===== src/hdl/rv_pkg.sv =====
/* RV64I encodings and ALU actions for the integer core.
   Only the OP, OP-IMM and LUI major opcodes are decoded. */
package rv_pkg;

  localparam int xlen    = 64;
  localparam int shamt_w = 6;  // RV64 shift amount width

  typedef logic [xlen-1:0] xword_t;
  typedef logic [31:0]     instr_t;
  typedef logic [4:0]      reg_idx_t;

  // Major opcodes kept by the core
  localparam logic [6:0] op_reg = 7'b0110011;
  localparam logic [6:0] op_imm = 7'b0010011;
  localparam logic [6:0] op_lui = 7'b0110111;

  localparam logic [6:0] f7_base = 7'b0000000;
  localparam logic [6:0] f7_alt  = 7'b0100000;  // SUB, SRA, SRAI

  localparam logic [2:0] f3_add  = 3'b000;  // ADD, SUB, ADDI
  localparam logic [2:0] f3_sll  = 3'b001;
  localparam logic [2:0] f3_slt  = 3'b010;
  localparam logic [2:0] f3_sltu = 3'b011;
  localparam logic [2:0] f3_xor  = 3'b100;
  localparam logic [2:0] f3_sr   = 3'b101;  // SRL and SRA share funct3
  localparam logic [2:0] f3_or   = 3'b110;
  localparam logic [2:0] f3_and  = 3'b111;

  // One action per ALU result
  typedef enum logic [3:0] {
    alu_add,
    alu_sub,
    alu_sll,
    alu_slt,
    alu_sltu,
    alu_xor,
    alu_srl,
    alu_sra,
    alu_or,
    alu_and,
    alu_pass_b  // LUI result is the prepared immediate
  } alu_op_t;

endpackage


===== src/hdl/decode_stage.sv =====
/* Decode and execute register with a stall-only RAW interlock, no forwarding.
   Instructions outside OP, OP-IMM and LUI are not supported. */
`timescale 1ns/1ps

module decode_stage (
  input  logic             clk_div,
  input  logic             reset,
  input  logic             instr_valid,
  input  rv_pkg::instr_t   instr,
  output logic             instr_take,
  output rv_pkg::reg_idx_t rs1_addr,
  output rv_pkg::reg_idx_t rs2_addr,
  input  rv_pkg::xword_t   rs1_data,
  input  rv_pkg::xword_t   rs2_data,
  input  logic             wb_valid,
  input  rv_pkg::reg_idx_t wb_rd,
  output logic             ex_valid,
  output rv_pkg::alu_op_t  ex_op,
  output rv_pkg::xword_t   ex_a,
  output rv_pkg::xword_t   ex_b,
  output rv_pkg::reg_idx_t ex_rd
);
  import rv_pkg::*;

  logic [6:0] opcode;
  logic [2:0] funct3;
  logic [6:0] funct7;
  reg_idx_t   rd;
  xword_t     imm_i;
  xword_t     imm_u;
  xword_t     shamt;
  xword_t     op_b;
  alu_op_t    op;
  logic       alt;
  logic       use_rs1;
  logic       use_rs2;
  logic       hit_ex;
  logic       hit_wb;

  assign opcode   = instr[6:0];
  assign rd       = instr[11:7];
  assign funct3   = instr[14:12];
  assign rs1_addr = instr[19:15];
  assign rs2_addr = instr[24:20];
  assign funct7   = instr[31:25];

  assign imm_i = {{52{instr[31]}}, instr[31:20]};
  assign imm_u = {{32{instr[31]}}, instr[31:12], 12'b0};  // LUI, sign extended
  assign shamt = {{(xlen-shamt_w){1'b0}}, instr[20 +: shamt_w]};

  // Bit 25 is shamt[5] for RV64 immediate shifts
  assign alt = (opcode == op_reg) ? (funct7 == f7_alt) : (funct7[6:1] == f7_alt[6:1]);

  always_comb begin
    case (funct3)
      f3_add:  op = (opcode == op_reg && alt) ? alu_sub : alu_add;
      f3_sll:  op = alu_sll;
      f3_slt:  op = alu_slt;
      f3_sltu: op = alu_sltu;
      f3_xor:  op = alu_xor;
      f3_sr:   op = alt ? alu_sra : alu_srl;
      f3_or:   op = alu_or;
      f3_and:  op = alu_and;
      default: op = alu_add;
    endcase
    if (opcode == op_lui) begin
      op = alu_pass_b;
    end
  end

  always_comb begin
    if (opcode == op_lui) begin
      op_b = imm_u;
    end else if (opcode == op_reg) begin
      op_b = rs2_data;
    end else if (funct3 == f3_sll || funct3 == f3_sr) begin
      op_b = shamt;
    end else begin
      op_b = imm_i;
    end
  end

  // RAW check against both later stages, rs2 only for R-type
  assign use_rs1 = (opcode == op_reg) || (opcode == op_imm);
  assign use_rs2 = (opcode == op_reg);
  assign hit_ex  = ex_valid && ex_rd != '0 &&
                   ((use_rs1 && rs1_addr == ex_rd) || (use_rs2 && rs2_addr == ex_rd));
  assign hit_wb  = wb_valid && wb_rd != '0 &&
                   ((use_rs1 && rs1_addr == wb_rd) || (use_rs2 && rs2_addr == wb_rd));

  assign instr_take = instr_valid && !hit_ex && !hit_wb;

  always_ff @(posedge clk_div) begin
    if (reset) begin
      ex_valid <= 1'b0;
    end else begin
      ex_valid <= instr_take;  // Bubble while stalled
    end
  end

  always_ff @(posedge clk_div) begin
    if (instr_take) begin
      ex_op <= op;
      ex_a  <= rs1_data;
      ex_b  <= op_b;
      ex_rd <= rd;
    end
  end

  assert property (@(posedge clk_div) disable iff (reset)
    instr_take |-> (opcode == op_imm) || (opcode == op_lui) ||
                   (opcode == op_reg && (funct7 == f7_base || funct7 == f7_alt)))
    else $error("Unsupported instruction %h consumed", instr);

endmodule


===== config.mk =====
export PLATFORM = sky130hd
export DESIGN_NAME = decode_stage
export DESIGN_NICKNAME = d
export VERILOG_FILES = /design/src/hdl/rv_pkg.sv /design/src/hdl/decode_stage.sv
export SDC_FILE = /design/constraint.sdc
export NUM_CORES = 1
export LEC_CHECK = 0
export BUFFER_PORTS_ARGS = -buffer_cell sky130_fd_sc_hd__buf_2
export CAP_MARGIN = 10
export CORE_AREA = 2 2 125 127
export CTS_CLUSTER_DIAMETER = 60
export CTS_CLUSTER_SIZE = 40
export DETAILED_ROUTE_END_ITERATION = 8
export DIE_AREA = 0 0 127 129
export PLACE_DENSITY = 0.72
export SKIP_CTS_REPAIR_TIMING = 1
export SYNTH_ARGS = -nofsm -noshare
export SYNTH_HDL_FRONTEND = slang
export SYNTH_SLANG_ARGS = --single-unit

===== constraint.sdc =====
create_clock -name clk_div -period 16.3 [get_ports clk_div]
set_input_delay 0.815 -clock clk_div [delete_from_list [all_inputs] [get_ports clk_div]]
set_output_delay 0.815 -clock clk_div [all_outputs]
set_load 0.05 [all_outputs]

# == Word-level counts from Yosys, hierarchy flattened ==
# Index checks and enable logic that the tools add are counted.
# op_classes
n_eq_ne,16
n_mux,7
n_reduce_logical,20
# op_table
op,n
$mux W64,3
$pmux W4 S8,1
$eq A7 B6 Y1 const B,3
$eq A5 B5 Y1,4
$eq A3 B3 Y1 const B,4
$logic_and A1 B1 Y1,11
$reduce_bool A5 Y1,2
$eq A7 B5 Y1 const B,1
$eq A3 B2 Y1 const B,2
$eq A6 B5 Y1 const B,1
$logic_or A1 B1 Y1,4
$eq A3 B1 Y1 const B,1
$logic_not A3 Y1,1
$mux W1,3
$logic_not A1 Y1,2
# totals
reg_bits,138
word_cells,49

# == Longest topological paths before layout ==
# depth
word_depth,8
mapped_depth,6
depth_no_buf,5

# == Worst setup path after synthesis ==
# No wires, ideal clock.
# synth_path
path_type,input-to-reg
from,in wb_rd[1]
to,"reg ex_a[0], enable pin"
setup_ps,878
arrival_time_ps,12484
path_slack_ps,2938
cell_stages,4
path_buffers,0
cell_sequence,or4_1 -> o21ai_0 -> a21oi_1 -> nor3b_1
# synth_between
elab_chain_cells,6
elab_cells_between_ends,10
classes_between,2 x eq/ne; 8 x reduce/logical
# synth_rtl
item,line_no,text
start: declaration,decode_stage.sv:16,"input rv_pkg::reg_idx_t wb_rd,"
$eq A5 B5 Y1,decode_stage.sv:89,((use_rs1 && rs1_addr == wb_rd) || (use_rs2 && rs2_addr == wb_rd));
$logic_and A1 B1 Y1,decode_stage.sv:89,
$logic_or A1 B1 Y1,decode_stage.sv:89,
$logic_and A1 B1 Y1 *,decode_stage.sv:88,assign hit_wb = wb_valid && wb_rd != '0 &&
$logic_not A1 Y1 *,decode_stage.sv:91,assign instr_take = instr_valid && !hit_ex && !hit_wb;
$logic_and A1 B1 Y1 *,decode_stage.sv:91,
named net instr_take,decode_stage.sv:10,"output logic instr_take,"
end signal: assignment,decode_stage.sv:104,ex_a <= rs1_data;
end: declaration,decode_stage.sv:19,"output rv_pkg::xword_t ex_a,"
# Mark *: on every way through the listed nets, which the timed path passes. The rest lies on a longest branch.
# A chain may end at the register's enable or synchronous reset.

# == Final worst setup path ==
# layout_path
from,in instr[6]
to,out instr_take
# layout_between
elab_chain_cells,8
elab_cells_between_ends,15
classes_between,2 x eq/ne; 13 x reduce/logical
# layout_rtl
item,line_no,text
start: declaration,decode_stage.sv:9,"input rv_pkg::instr_t instr,"
$eq A7 B6 Y1 / $eq A7 B5 Y1 (equally long branches),"decode_stage.sv:84, decode_stage.sv:85",
$logic_or A1 B1 Y1,decode_stage.sv:84,assign use_rs1 = (opcode == op_reg) || (opcode == op_imm);
$logic_and A1 B1 Y1,decode_stage.sv:87,((use_rs1 && rs1_addr == ex_rd) || (use_rs2 && rs2_addr == ex_rd));
$logic_or A1 B1 Y1,decode_stage.sv:87,
$logic_and A1 B1 Y1,decode_stage.sv:86,assign hit_ex = ex_valid && ex_rd != '0 &&
$logic_not A1 Y1,decode_stage.sv:91,
$logic_and A1 B1 Y1,decode_stage.sv:91,
$logic_and A1 B1 Y1 *,decode_stage.sv:91,
end: declaration,decode_stage.sv:10,
# Every way passes the cells marked *; elsewhere a longest branch is shown, timed or not.

==> reports/metrics.cfg <==
[run_status]
run_status = complete, no violations

[floorplanning]
die_span_y_um = 129
num_rows = 45
starting_density_of_the_core_pct = 36.9
design.portCount = 318
placeableCoreArea_mm2 = 0.0150
fp.dieW_um = 127
floorplan.die_area_mm2 = 0.0164

[sta]
hold_viol_final = 0
rsz0062_at_grt = false
setup_slack_ns = 12.74
max_slew.worst_pin.slew_ns = 0.802
finClkSkew_ns = 0.00919
final_min_period_over_clock_period_pct = 21.8
post_layout_minimum_cycle_time_ns = 3.56
setup_viol = 0
slew_headroom_pct = 46.5
fmaxAchievable_mhz = 281
report.final.slew_viol_count = 0
finalSetupTns_ns = 0

[clock_network]
clk-insertion-delay-late_ns = 0.41
numClockSinks = 138
cts-htree-levels = 4
tritoncts_clock_tree = built
cts.reportedPaths.clkPinSlew_ns = 0.07
cts-buffers-inserted = 17
root_buffer = sky130_fd_sc_hd__clkbuf_16
cts_buffer_depth = 2

[logic_synthesis]
most_area_hungry_cell_type_in_the_yosys_netlist = sky130_fd_sc_hd__edfxtp_1
seq_total_area_yosys_pct = 74.8
syn-instance-count = 390
synth-seq-cells = 138
syn-cell-area_mm2 = 0.00553
synth_unique_cells = 32
mappedNetlistNets = 559
synth_top_cell_area_share_pct = 74.5
syn_avg_cell_area_um2 = 14.2
yosysWarnings = 0
post_synth_main_area_contributors = sky130_fd_sc_hd__edfxtp_1, sky130_fd_sc_hd__a21oi_1, sky130_fd_sc_hd__nand2_1, sky130_fd_sc_hd__xor2_1, sky130_fd_sc_hd__a21oi_2

[place]
port_buffers = 317
dpl-instance-area_mm2 = 0.00721
post-place-cells = 869
pre_cts_ws_ns = 12.73
gp_congestion = 0.831
post-dp-hpwl_mm = 11.8

[flow_run]
cap_viol_max_count = 0

[cells_and_area]
utilization_pct = 52.2
commonest_cells_after_routing_fill_and_taps_aside = sky130_fd_sc_hd__buf_2, sky130_fd_sc_hd__edfxtp_1, sky130_fd_sc_hd__nand2_1, sky130_fd_sc_hd__a21oi_1, sky130_fd_sc_hd__nor2_1
layout-drive-gt1-share_pct = 52.2
area.growth.synth_to_final_pct = 41.5
fin_nets = 869
layout_commonest_cell = sky130_fd_sc_hd__buf_2
finish.instance_area_mm2 = 0.00782
finish.cell_count_without_fillers = 902

[global_routing]
use_met3_pct = 6.44
antenna_found_initial = 1
met1_usage_pct = 20.1
met2_usage_pct = 34.3
grt_pass1_wl_mm = 23.1
grt_most_used_layer = met2
maximum_number_of_pins_on_one_net_before_global_route_repair = 138
grt.total_usage_pct = 19.0
grt-ovfl-total = 0
first_global_vias = 4243

[detailed_routing]
via_per_inst = 4.78
drt-wirelength-per-cell_um = 17.8
dr_pass1_iterations = 7
wl_mm = 16.0
post-route-drc-count = 0
post_detailed_route_count_of_antenna_violating_nets = 0
drt_first_iter_violations = 189
total_vias_in_the_final_route = 4312

[worst_setup_path]
worstPathRequired_ns = 15.49
worst_setup_path_end_kind = output pin
start_kind = input pin
worst-path-max-fanout = 67
reg2reg_depth = 5
critPathArrivalTime_ns = 2.74
crit_path_category = in2out

[min_path]
hold_path_depth = 2
hp-class = in2reg

[pwr]
total_power_per_unit_cell_area_mw_per_mm2 = 129
ir_drop_uv = 63.7
p_leak_nw = 3.30

critical path, cell delays in order:
cell,delay (ns)
sky130_fd_sc_hd__buf_2,0.10
sky130_fd_sc_hd__nand3b_4,0.17
sky130_fd_sc_hd__nor4_2,0.20
sky130_fd_sc_hd__buf_4,0.57
sky130_fd_sc_hd__nand4_1,0.15
sky130_fd_sc_hd__a21oi_1,0.31
sky130_fd_sc_hd__nor3b_2,0.15
sky130_fd_sc_hd__buf_2,0.24
synthesized netlist by cell type:
cell and number:
sky130_fd_sc_hd__nor3_1 5, sky130_fd_sc_hd__buf_4 10, sky130_fd_sc_hd__a21oi_2 10, sky130_fd_sc_hd__nand3b_4 1, sky130_fd_sc_hd__o21bai_1 1, sky130_fd_sc_hd__buf_6 5, sky130_fd_sc_hd__nand2_1 74, sky130_fd_sc_hd__nor4_2 1
sky130_fd_sc_hd__nor4_1 3, sky130_fd_sc_hd__o21ai_0 2, sky130_fd_sc_hd__a31oi_4 1, sky130_fd_sc_hd__nor2_1 20, sky130_fd_sc_hd__nand3_1 6, sky130_fd_sc_hd__or4_4 1, sky130_fd_sc_hd__buf_2 8, sky130_fd_sc_hd__dfxtp_1 1
sky130_fd_sc_hd__nand2b_1 3, sky130_fd_sc_hd__inv_1 2, sky130_fd_sc_hd__mux2_2 1, sky130_fd_sc_hd__o221ai_1 1, sky130_fd_sc_hd__nor3b_1 1, sky130_fd_sc_hd__or4_1 3, sky130_fd_sc_hd__clkbuf_1 8, sky130_fd_sc_hd__xnor2_1 8
sky130_fd_sc_hd__edfxtp_1 137, sky130_fd_sc_hd__xor2_1 12, sky130_fd_sc_hd__a21oi_1 57, sky130_fd_sc_hd__nand3b_1 1, sky130_fd_sc_hd__nor4b_1 1, sky130_fd_sc_hd__o211ai_1 1, sky130_fd_sc_hd__nand4_1 4, sky130_fd_sc_hd__a22oi_1 1
state kept, by name, indices dropped and copies added, names as in the netlist:
| register | count |
|---|---|
| ex_a | 64 |
| ex_b | 64 |
| ex_op | 4 |
| ex_rd | 5 |
| ex_valid | 1 |
through the flow:
stage,hold slack [ns],total power [mW]
after floorplan,0.892,0.581
after global placement,0.689,0.631
after detailed placement,0.710,0.633
after CTS,0.544,1.02
after global routing,0.551,1.04
final,0.564,1.01
routing by layer:
metal | part of all wire (%) | routed length [um] | vias up
li1 | - | - | 2045
met1 | 36 | 5820 | 2038
met2 | 53 | 8490 | 207
met5 | 0 | 0 | -
met4 | 2.5 | 403 | 0
met3 | 8.1 | 1300 | 22
area by class of cell:
cell class	count	area, um^2
fillers	1346	7160
repair buffers	322	1640
diodes	1	2.50
flip-flops and latches	138	4130
clock inverters	15	179
multi-input cells	219	1200
clock buffers	17	425
well taps	188	235
inverters	2	7.51
cell families (layout without fill, tap and decap cells):
group                  count (synthesis)  in the layout  synth area share [%]
XOR/XNOR                              20             20                  3.17
other                                  0              1                     0
multiplexers                           1              1                 0.204
buffers and inverters                 33            356                  3.78
flip-flops                           138            138                  74.8
AO/OA/AOI/OAI                         74             74                  7.88
AND/OR/NAND/NOR                      124            124                  10.1
path summary, 6_finish.rpt:
check / from / end / slack [ns]
max reg2reg: ex_rd[1] / ex_b[17] / 13.56
min: reset / ex_valid / 0.56
max: instr[6] / instr_take / 12.74
min reg2reg: ex_valid / ex_valid / 0.72
report_power, final:
group,internal [mW],switching (mW)
logic,0.0439,0.148
registers,0.424,0.00821
clock network,0.219,0.165
(Power assumes the default switching activity.)
