--- src/hdl/rv_pkg.sv ---
/* RV64I encodings and ALU actions for the integer core.
   Only the OP, OP-IMM and LUI major opcodes are decoded. */
package rv_pkg;

  localparam int xlen    = 64;
  localparam int shamt_w = 6;  // RV64 shift amount width

  typedef logic [xlen-1:0] xword_t;
  typedef logic [31:0]     instr_t;
  typedef logic [4:0]      reg_idx_t;

  // Major opcodes kept by the core
  localparam logic [6:0] op_reg = 7'b0110011;
  localparam logic [6:0] op_imm = 7'b0010011;
  localparam logic [6:0] op_lui = 7'b0110111;

  localparam logic [6:0] f7_base = 7'b0000000;
  localparam logic [6:0] f7_alt  = 7'b0100000;  // SUB, SRA, SRAI

  localparam logic [2:0] f3_add  = 3'b000;  // ADD, SUB, ADDI
  localparam logic [2:0] f3_sll  = 3'b001;
  localparam logic [2:0] f3_slt  = 3'b010;
  localparam logic [2:0] f3_sltu = 3'b011;
  localparam logic [2:0] f3_xor  = 3'b100;
  localparam logic [2:0] f3_sr   = 3'b101;  // SRL and SRA share funct3
  localparam logic [2:0] f3_or   = 3'b110;
  localparam logic [2:0] f3_and  = 3'b111;

  // One action per ALU result
  typedef enum logic [3:0] {
    alu_add,
    alu_sub,
    alu_sll,
    alu_slt,
    alu_sltu,
    alu_xor,
    alu_srl,
    alu_sra,
    alu_or,
    alu_and,
    alu_pass_b  // LUI result is the prepared immediate
  } alu_op_t;

endpackage

--- src/hdl/fetch_unit.sv ---
/* Wishbone classic fetch master, one cycle in flight, no error or retry handling.
   The slave returns the word at wb_adr; wb_we is implied low. */
`timescale 1ns/1ps

module fetch_unit #(
  parameter rv_pkg::xword_t pc_reset = 64'd0
) (
  input  logic           clk_div,
  input  logic           reset,
  output logic           wb_cyc,
  output logic           wb_stb,
  output rv_pkg::xword_t wb_adr,
  input  logic           wb_ack,
  input  rv_pkg::instr_t wb_dat_i,
  input  logic           instr_take,
  output logic           instr_valid,
  output rv_pkg::instr_t instr
);
  import rv_pkg::*;

  xword_t pc;
  logic   busy;      // Bus cycle open
  logic   buf_room;  // Buffer empty after this edge

  assign buf_room = !instr_valid || instr_take;
  assign wb_cyc   = busy;
  assign wb_stb   = busy;  // Single transfer per cycle
  assign wb_adr   = pc;

  always_ff @(posedge clk_div) begin
    if (reset) begin
      busy <= 1'b0;
      pc   <= pc_reset;
    end else if (busy) begin
      if (wb_ack) begin
        busy <= 1'b0;       // Drop stb the cycle after ack
        pc   <= pc + 64'd4;
      end
    end else if (buf_room) begin
      busy <= 1'b1;
    end
  end

  // A cycle only opens once the buffer is empty, so an ack always has a slot
  always_ff @(posedge clk_div) begin
    if (reset) begin
      instr_valid <= 1'b0;
    end else if (busy && wb_ack) begin
      instr_valid <= 1'b1;
    end else if (instr_take) begin
      instr_valid <= 1'b0;
    end
  end

  always_ff @(posedge clk_div) begin
    if (busy && wb_ack) begin
      instr <= wb_dat_i;  // Data valid in the ack cycle
    end
  end

  assert property (@(posedge clk_div) disable iff (reset)
    wb_stb && !wb_ack |=> $stable(wb_adr))
    else $error("wb_adr changed during a wait state");

endmodule

--- config.mk ---
export PLATFORM = sky130hd
export DESIGN_NAME = fetch_unit
export DESIGN_NICKNAME = d
export VERILOG_FILES = /design/src/hdl/rv_pkg.sv /design/src/hdl/fetch_unit.sv
export SDC_FILE = /design/constraint.sdc
export NUM_CORES = 1
export LEC_CHECK = 0
export BUFFER_PORTS_ARGS = -buffer_cell sky130_fd_sc_hd__buf_2
export CAP_MARGIN = 20
export CORE_UTILIZATION = 45
export DETAILED_ROUTE_END_ITERATION = 10
export GPL_TIMING_DRIVEN = 0
export PLACE_DENSITY = 0.77
export SYNTH_ARGS = -nofsm -noshare
export SYNTH_HDL_FRONTEND = slang
export SYNTH_SLANG_ARGS = --single-unit
export TNS_END_PERCENT = 1
--- constraint.sdc ---
create_clock -name clk_div -period 2.5 [get_ports clk_div]
set_input_delay 0 -clock clk_div [delete_from_list [all_inputs] [get_ports clk_div]]
set_output_delay 0 -clock clk_div [all_outputs]
set_load 0.1 [all_outputs]
# Yosys cells after proc, flatten, opt, wreduce, memory -nomap -nowiden
# Cells that the tools add are included.
[totals]
regBits = 98
latchBits = 0
ram_bits = 0
romBits = 0
in_bits = 36
out_inout_bits = 99
memories = 0
[op_classes]
addsub = 1
mul = 0
div = 0
magnitude_cmp = 0
n_eq_ne = 0
shift = 0
n_mux = 5
n_bitwise = 0
n_reduce_logical = 5
[op_table]
columns = ["operator", "count"]
rows = [
  ["$add A64 B3 Y64 const B", 1],
  ["$mux W1", 5],
  ["$reduce_and A2 Y1", 1],
  ["$reduce_bool A2 Y1", 1],
  ["$logic_and A1 B1 Y1", 1],
  ["$logic_not A1 Y1", 1],
  ["$logic_or A1 B1 Y1", 1],
]

# Longest topological paths before layout
# Gate-level depths: netlist of run 1.
[depth]
depth_word = 4
ltp_mapped = 7
mapped_depth_nobuf = 6

# Least setup slack after synthesis of run 1
# Ideal clock, no wire load.
[synth_path]
path_kind = "register to register"
from = "register pc[4] (netlist: wb_adr[4])"
to = "register pc[63] (netlist: wb_adr[63])"
setup_ns = 0.123
t_arrival_ns = 2.696
setup_slack_ns = -0.319
path_stages_with_launch = 6
n_path_buf = 0
cell_sequence = "dfxtp_1 nand2_1 nor4_4 nand4_2 nor4_1 mux2_1"
[synth_between]
elab_chain_len = 1
[synth_lines]
columns = ["element", "line_no", "rtl"]
rows = [
  ["from (decl)", "fetch_unit.sv:21", "xword_t pc;"],
  ["from (signal assigned)", "fetch_unit.sv:33", "pc <= pc_reset;"],
  ["from (signal assigned)", "fetch_unit.sv:37", "pc <= pc + 64'd4;"],
  ["$add A64 B3 Y64", "fetch_unit.sv:37", ""],
]
# Every way passes these cells.
# A chain may end at the register's enable or synchronous reset.

# Final worst setup path of run 1
[layout_path]
from = "register pc[2] (netlist: wb_adr[2])"
to = "register pc[60] (netlist: wb_adr[60])"
# The elaborated chain is that of the path after synthesis.

==> impl_metrics.yaml, run 1 <==
sta:
  slew_viol_final: 0
  tns_ns: 0
  setup_viol: 0
  period_share_pct: 90.7
  finalHoldViolCount: 0
  whs_ns: 0.00959
  finalCriticalPeriod_ns: 2.27
  rsz0062_at_grt: "yes"
  max_freq_mhz: 441
  tightest_slew_ns: 0.520
  fin_skew_ns: 0.0149
  layout_setup_ws_ns: 0.234
  relSlewSlack_pct: 65.3
power:
  p_int_mw: 2.21
  power_frac_clock_pct: 34.7
  ir_worst_vdd_mv: 0.259
  power_density_nw_per_um2: 569
  power_frac_comb_pct: 11.6
  p_leak_nw: 2.22
  seqPwrFrac_pct: 53.7
  power_mw: 3.07
  swShare_pct: 28.0
  p_sw_uw: 861
global_routing:
  grt_pass1_wl_mm: 15.0
  grt.total_usage_pct: 21.5
  antenna_found_initial: 0
  overflow: 0
  grt_max_degree: 28
  grt_pass1_vias: 3149
place:
  io_buffers: 132
  postPlaceCellArea_sq_um: 4810
  gp_congestion: 0.844
  dp_slack_ns: -0.0509
  place_hpwl_mm: 6.70
synth:
  synth_top_family_by_area: "simple AND/OR/NAND/NOR gates"
  yosysMostFrequentCell: "dfxtp_1"
  synth_common_cells: "64 x dfxtp_1, 40 x nor2_1, 32 x edfxtp_1"
  synth.largest_area_cell: "dfxtp_1"
  synth_edf_count: 32
  synth.area.top_cells: "dfxtp_1 33%, edfxtp_1 24%, xor2_1 4.2%"
  synthSimpleGateAreaFrac_pct: 24.0
  synth-xor-area-share_pct: 6.67
  synthCells: 385
  synth_adder_area_share_pct: 0.318
  synthMuxAreaShare_pct: 0.572
  syn_area_per_cell_sq_um: 10.2
  yosysWarnings: 0
  ys_seq_elements: 96
  synth_compound_area_share_pct: 8.19
  async_flop_share_pct: 0
  synth_area_sq_um: 3940
  seq_area_frac_synth_pct: 56.9
  synth.distinct_cells: 34
  ys_dominant_reg_cell: "dfxtp_1"
  synth.top_cell.area_share_pct: 32.5
drt:
  wl_per_cell_um: 14.7
  ant_nets: 0
  drt_iter0_markers: 149
  first_pass_iters: 5
  num_vias: 3598
  via_per_inst: 5.30
  drc_errors: 0
  wirelength_mm: 9.95
job:
  max_cap_violations: 0
cts:
  cts_tree: "yes"
  cts.htree.levels: 3
  clk_latency_ns: 0.36
  cts_sinks: 96
  cts_root_buffer: "clkbuf_8"
  clockBufferDepth: 2
  clkTransAtPathRegs_ns: 0.10
  cts_buffers: 9
setup_path:
  path_class: "flop to flop"
  path_max_fanout: 5
  arrival_ns: 2.55
  crit_path_start_kind: "flop"
  critical_path_required_ns: 2.78
  cp-end-kind: "flop"
floorplan:
  start_util_pct: 47.2
  core_sq_um: 8340
  die_width_um: 95.6
  std_cell_rows: 33
  die_area_sq_um: 9130
  die_y_um: 95.6
  ios: 135
cells_and_area:
  drive_gt1_share_pct: 35.4
  area_delta_synth_final_pct: 37.2
  final_area_sq_um: 5400
  fin_nets: 606
  n_antenna_cell: 0
status:
  status: "finished clean"
hold_path:
  hold_class: "input pin to flop"
registers in the layout (all words and copies together), names as in the netlist:
signal,count
wb_cyc,1
instr_valid,1
wb_adr,62
instr,32
path summary, 6_finish.rpt:
check	from	end	slack, ns	depth (start not counted)
worst max-delay path	wb_adr[2]	wb_adr[60]	0.23	7
worst min-delay path	wb_ack	wb_adr[3]	0.01	4
worst max register to register	wb_adr[2]	wb_adr[60]	0.23	7
worst min register to register	wb_adr[3]	wb_adr[3]	0.50	2
logic make-up (layout without fill, tap and decap cells):
family,count (synthesis),count (layout)
AND/OR/NAND/NOR,165,165
XOR/XNOR,30,30
multiplexers,2,2
other,1,2
buffers and inverters,31,219
flip-flops,96,96
AO/OA/AOI/OAI,59,59
adder cells (fa/ha/maj),1,1
per-layer routing:
layer / part of all wire, % / track usage (%) / vias up
li1: - / - / 1759
met5: 0 / 0 / -
met1: 43 / 27.0 / 1707
met4: 1.2 / 7.09 / 0
met3: 6.1 / 4.31 / 13
met2: 49 / 37.0 / 119
critical path, stage by stage (launching register included):
cell and delay [ns]:
dfxtp_2 0.38, ha_1 0.16, nand3_1 0.16, nor4_4 0.40, nand4_1 0.21, buf_4 0.20, or4_1 0.49, a21oi_1 0.18
power by group through the flow:
stage          combinational [mW]  clock (mW)  sequential, mW
2_1_floorplan              0.0561           0            1.87
3_3_place_gp                0.302           0            1.69
3_5_place_dp                0.310           0            1.69
4_1_cts                     0.353        1.08            1.65
5_1_grt                     0.371        1.15            1.66
6_report                    0.356        1.07            1.65
metrics by stage:
stage | std cells | utilization, %
after floorplan | 386 | -
after global routing | 679 | 64.8
after CTS | 677 | 64.6
final | 679 | 64.8
after global placement | 623 | 57.3
after detailed placement | 624 | 57.7
final cells by class:
class | instances | area (sq um)
Sequential cell | 96 | 2290
Multi-Input combinational cell | 259 | 1570
Clock inverter | 7 | 87.6
Tap cell | 105 | 131
Timing Repair Buffer | 172 | 1070
Buffer | 18 | 81.3
Inverter | 13 | 48.8
Fill cell | 681 | 2940
Clock buffer | 9 | 124
cells in the final DEF, fill, tap and decap left out, drive strengths merged, types with 4 or more instances in the layout:
master       count
nand4           21
dfxtp           64
nand3           21
buf            142
o21ai           18
nor2            41
dlygate4sd3     35
or4             12
clkbuf          22
edfxtp          32
a21oi           30
nor3             4
xor2            19
nand2           25
and4             7
or3             17
nor4             5
o31ai           11
xnor2           11
inv             16
repair_timing:
item | 4_1_cts | 5_1_grt
hold buffers | 35 | 0
resized for setup | 0 | 3
setup buffers | 2 | 2
hold endpoints to repair | 35 | 0
pin swaps | 1 | 1
endpoints found under the setup margin | 5 | 12
(Power assumes the default switching activity.)
==> inputs of run 2 (changes only) <==
--- a/config.mk
+++ b/config.mk
@@ -6,11 +6,10 @@
 export NUM_CORES = 1
 export LEC_CHECK = 0
 export BUFFER_PORTS_ARGS = -buffer_cell sky130_fd_sc_hd__buf_2
-export CAP_MARGIN = 20
 export CORE_UTILIZATION = 45
 export DETAILED_ROUTE_END_ITERATION = 10
 export GPL_TIMING_DRIVEN = 0
-export PLACE_DENSITY = 0.77
+export PLACE_DENSITY = 0.81
 export SYNTH_ARGS = -nofsm -noshare
 export SYNTH_HDL_FRONTEND = slang
 export SYNTH_SLANG_ARGS = --single-unit
==> impl_metrics.yaml, run 2 (synthesis gave the netlist of run 1 again) <==
sta:
  tightest_slew_ns: 0.514
  setup_viol: 0
  rsz0062_at_grt: "no"
  relSlewSlack_pct: 65.7
  fin_skew_ns: 0.0140
  finalCriticalPeriod_ns: 2.29
  period_share_pct: 91.4
  slew_viol_final: 0
  whs_ns: 0.350
  finalHoldViolCount: 0
  max_freq_mhz: 437
drt:
  num_vias: 3600
  ant_nets: 0
  first_pass_iters: 4
  drc_errors: 0
  drt_iter0_markers: 154
  wl_per_cell_um: 14.6
  via_per_inst: 5.28
  wirelength_mm: 9.99
setup_path:
  path_cells: "nand4_1, nor2_1, clkbuf_2, nand4_2, clkbuf_1, o31ai_1, a21oi_1"
  critical_path_required_ns: 2.73
  arrival_ns: 2.52
  path_max_fanout: 10
  cp-end-kind: "flop"
  max_stage_delay_ns: 0.40
  crit_path_start_kind: "flop"
  cp_slowest_cell: "dfxtp_2"
  rr_worst_depth: 7
  path_class: "flop to flop"
cells_and_area:
  largest_reg_flops: 62
  n_antenna_cell: 0
  final_area_sq_um: 5420
  fin_nets: 609
  area_delta_synth_final_pct: 37.5
  num-fill-cells: 668
  final_cell_mix: "132 x buf_2, 40 x nor2_1, 37 x dfxtp_2"
  final_common_cell: "buf_2"
  instances_no_fill: 682
  drive_gt1_share_pct: 35.2
power:
  power_mw: 3.04
  power_density_nw_per_um2: 560
  p_leak_nw: 2.23
  ir_worst_vdd_mv: 0.379
global_routing:
  grt_pass1_vias: 3271
  grt.total_usage_pct: 22.2
  grt_max_degree: 37
  overflow: 0
  grt_pass1_wl_mm: 15.6
  antenna_found_initial: 0
place:
  postPlaceCellArea_sq_um: 4780
  io_buffers: 132
  placed_cells: 623
  gp_congestion: 0.886
  place_hpwl_mm: 6.72
hold_path:
  hold_class: "input pin to flop"
  whs_path_depth: 2
cts:
  cts.htree.levels: 3
  cts_sinks: 96
  clkTransAtPathRegs_ns: 0.10
  cts_tree: "yes"
  clk_latency_ns: 0.35
  clockBufferDepth: 2
  cts_buffers: 9
  cts_root_buffer: "clkbuf_8"
status:
  status: "finished clean"
floorplan:
  die_width_um: 95.6
  std_cell_rows: 33
  die_y_um: 95.6
  core_sq_um: 8340
  ios: 135
  start_util_pct: 47.2
  die_area_sq_um: 9130
job:
  max_cap_violations: 0
==> run 2: cell types whose count changed in the layout (fill, tap and decap cells not counted) <==
cell | previous run | this run
buf_4 | 7 | 9
clkbuf_1 | 11 | 12
clkbuf_2 | 2 | 1
clkinv_1 | 0 | 1
clkinv_4 | 3 | 2
clkinvlp_4 | 0 | 1
dlygate4sd3_1 | 35 | 36
inv_8 | 2 | 1
==> run 2: critical path: cells and delay by family (launching register included) <==
| kind | cells | cell delay, ns |
|---|---|---|
| buffers and inverters | 2 | 0.65 |
| DFF | 1 | 0.40 |
| and+or+nand+nor | 3 | 0.74 |
| AOI/OAI and AO/OA | 2 | 0.37 |
==> run 2: per-layer routing <==
layer  up-vias  GRT usage, %  share of wire [%]
met5         -             0                  0
met4         0          7.71                1.5
met3        12          3.91                6.6
met2       125          38.4                 49
met1      1703          27.9                 43
li1       1760             -                  -
==> run 2: path summary, 6_finish.rpt <==
check	from	end	slack [ns]
max	wb_adr[12]	wb_adr[61]	0.21
min	wb_dat_i[23]	instr[23]	0.35
max reg2reg	wb_adr[12]	wb_adr[61]	0.21
min reg2reg	wb_adr[3]	wb_adr[3]	0.50
==> run 2: metrics by stage <==
| step | utilization, % | setup slack, ns | TNS [ns] |
|---|---|---|---|
| floorplan | - | -0.00244 | -0.00244 |
| global placement | 57.3 | 0.0224 | 0 |
| detailed placement | 57.3 | -0.0296 | -0.105 |
| CTS | 64.3 | -0.00615 | -0.00615 |
| global route | 65.0 | 0.00974 | 0 |
| finish | 65.0 | 0.214 | 0 |
==> run 2: area by class of cell <==
class | count | area [sq um] | share of cell area (%)
Inverter | 13 | 48.8 | 0.900
Buffer | 18 | 80.1 | 1.48
Tap cell | 105 | 131 | 2.42
Multi-Input combinational cell | 259 | 1570 | 29.0
Timing Repair Buffer | 175 | 1090 | 20.2
Clock buffer | 9 | 124 | 2.29
Clock inverter | 7 | 78.8 | 1.45
Sequential cell | 96 | 2290 | 42.2
==> run 2: report_power, final <==
group | switching, mW | internal [mW] | leakage (nW)
clock network | 0.554 | 0.473 | 0.0994
registers | 0.0115 | 1.64 | 0.832
logic | 0.269 | 0.0877 | 1.30
==> run 2: repair_timing <==
| action | 4_1_cts | 5_1_grt |
|---|---|---|
| hold buffers | 36 | 0 |
| setup buffers | 2 | 4 |
| hold endpoints to repair | 35 | 0 |
| gates resized for setup | 0 | 1 |
| pin swaps | 1 | 1 |
| setup endpoints to repair | 7 | 11 |
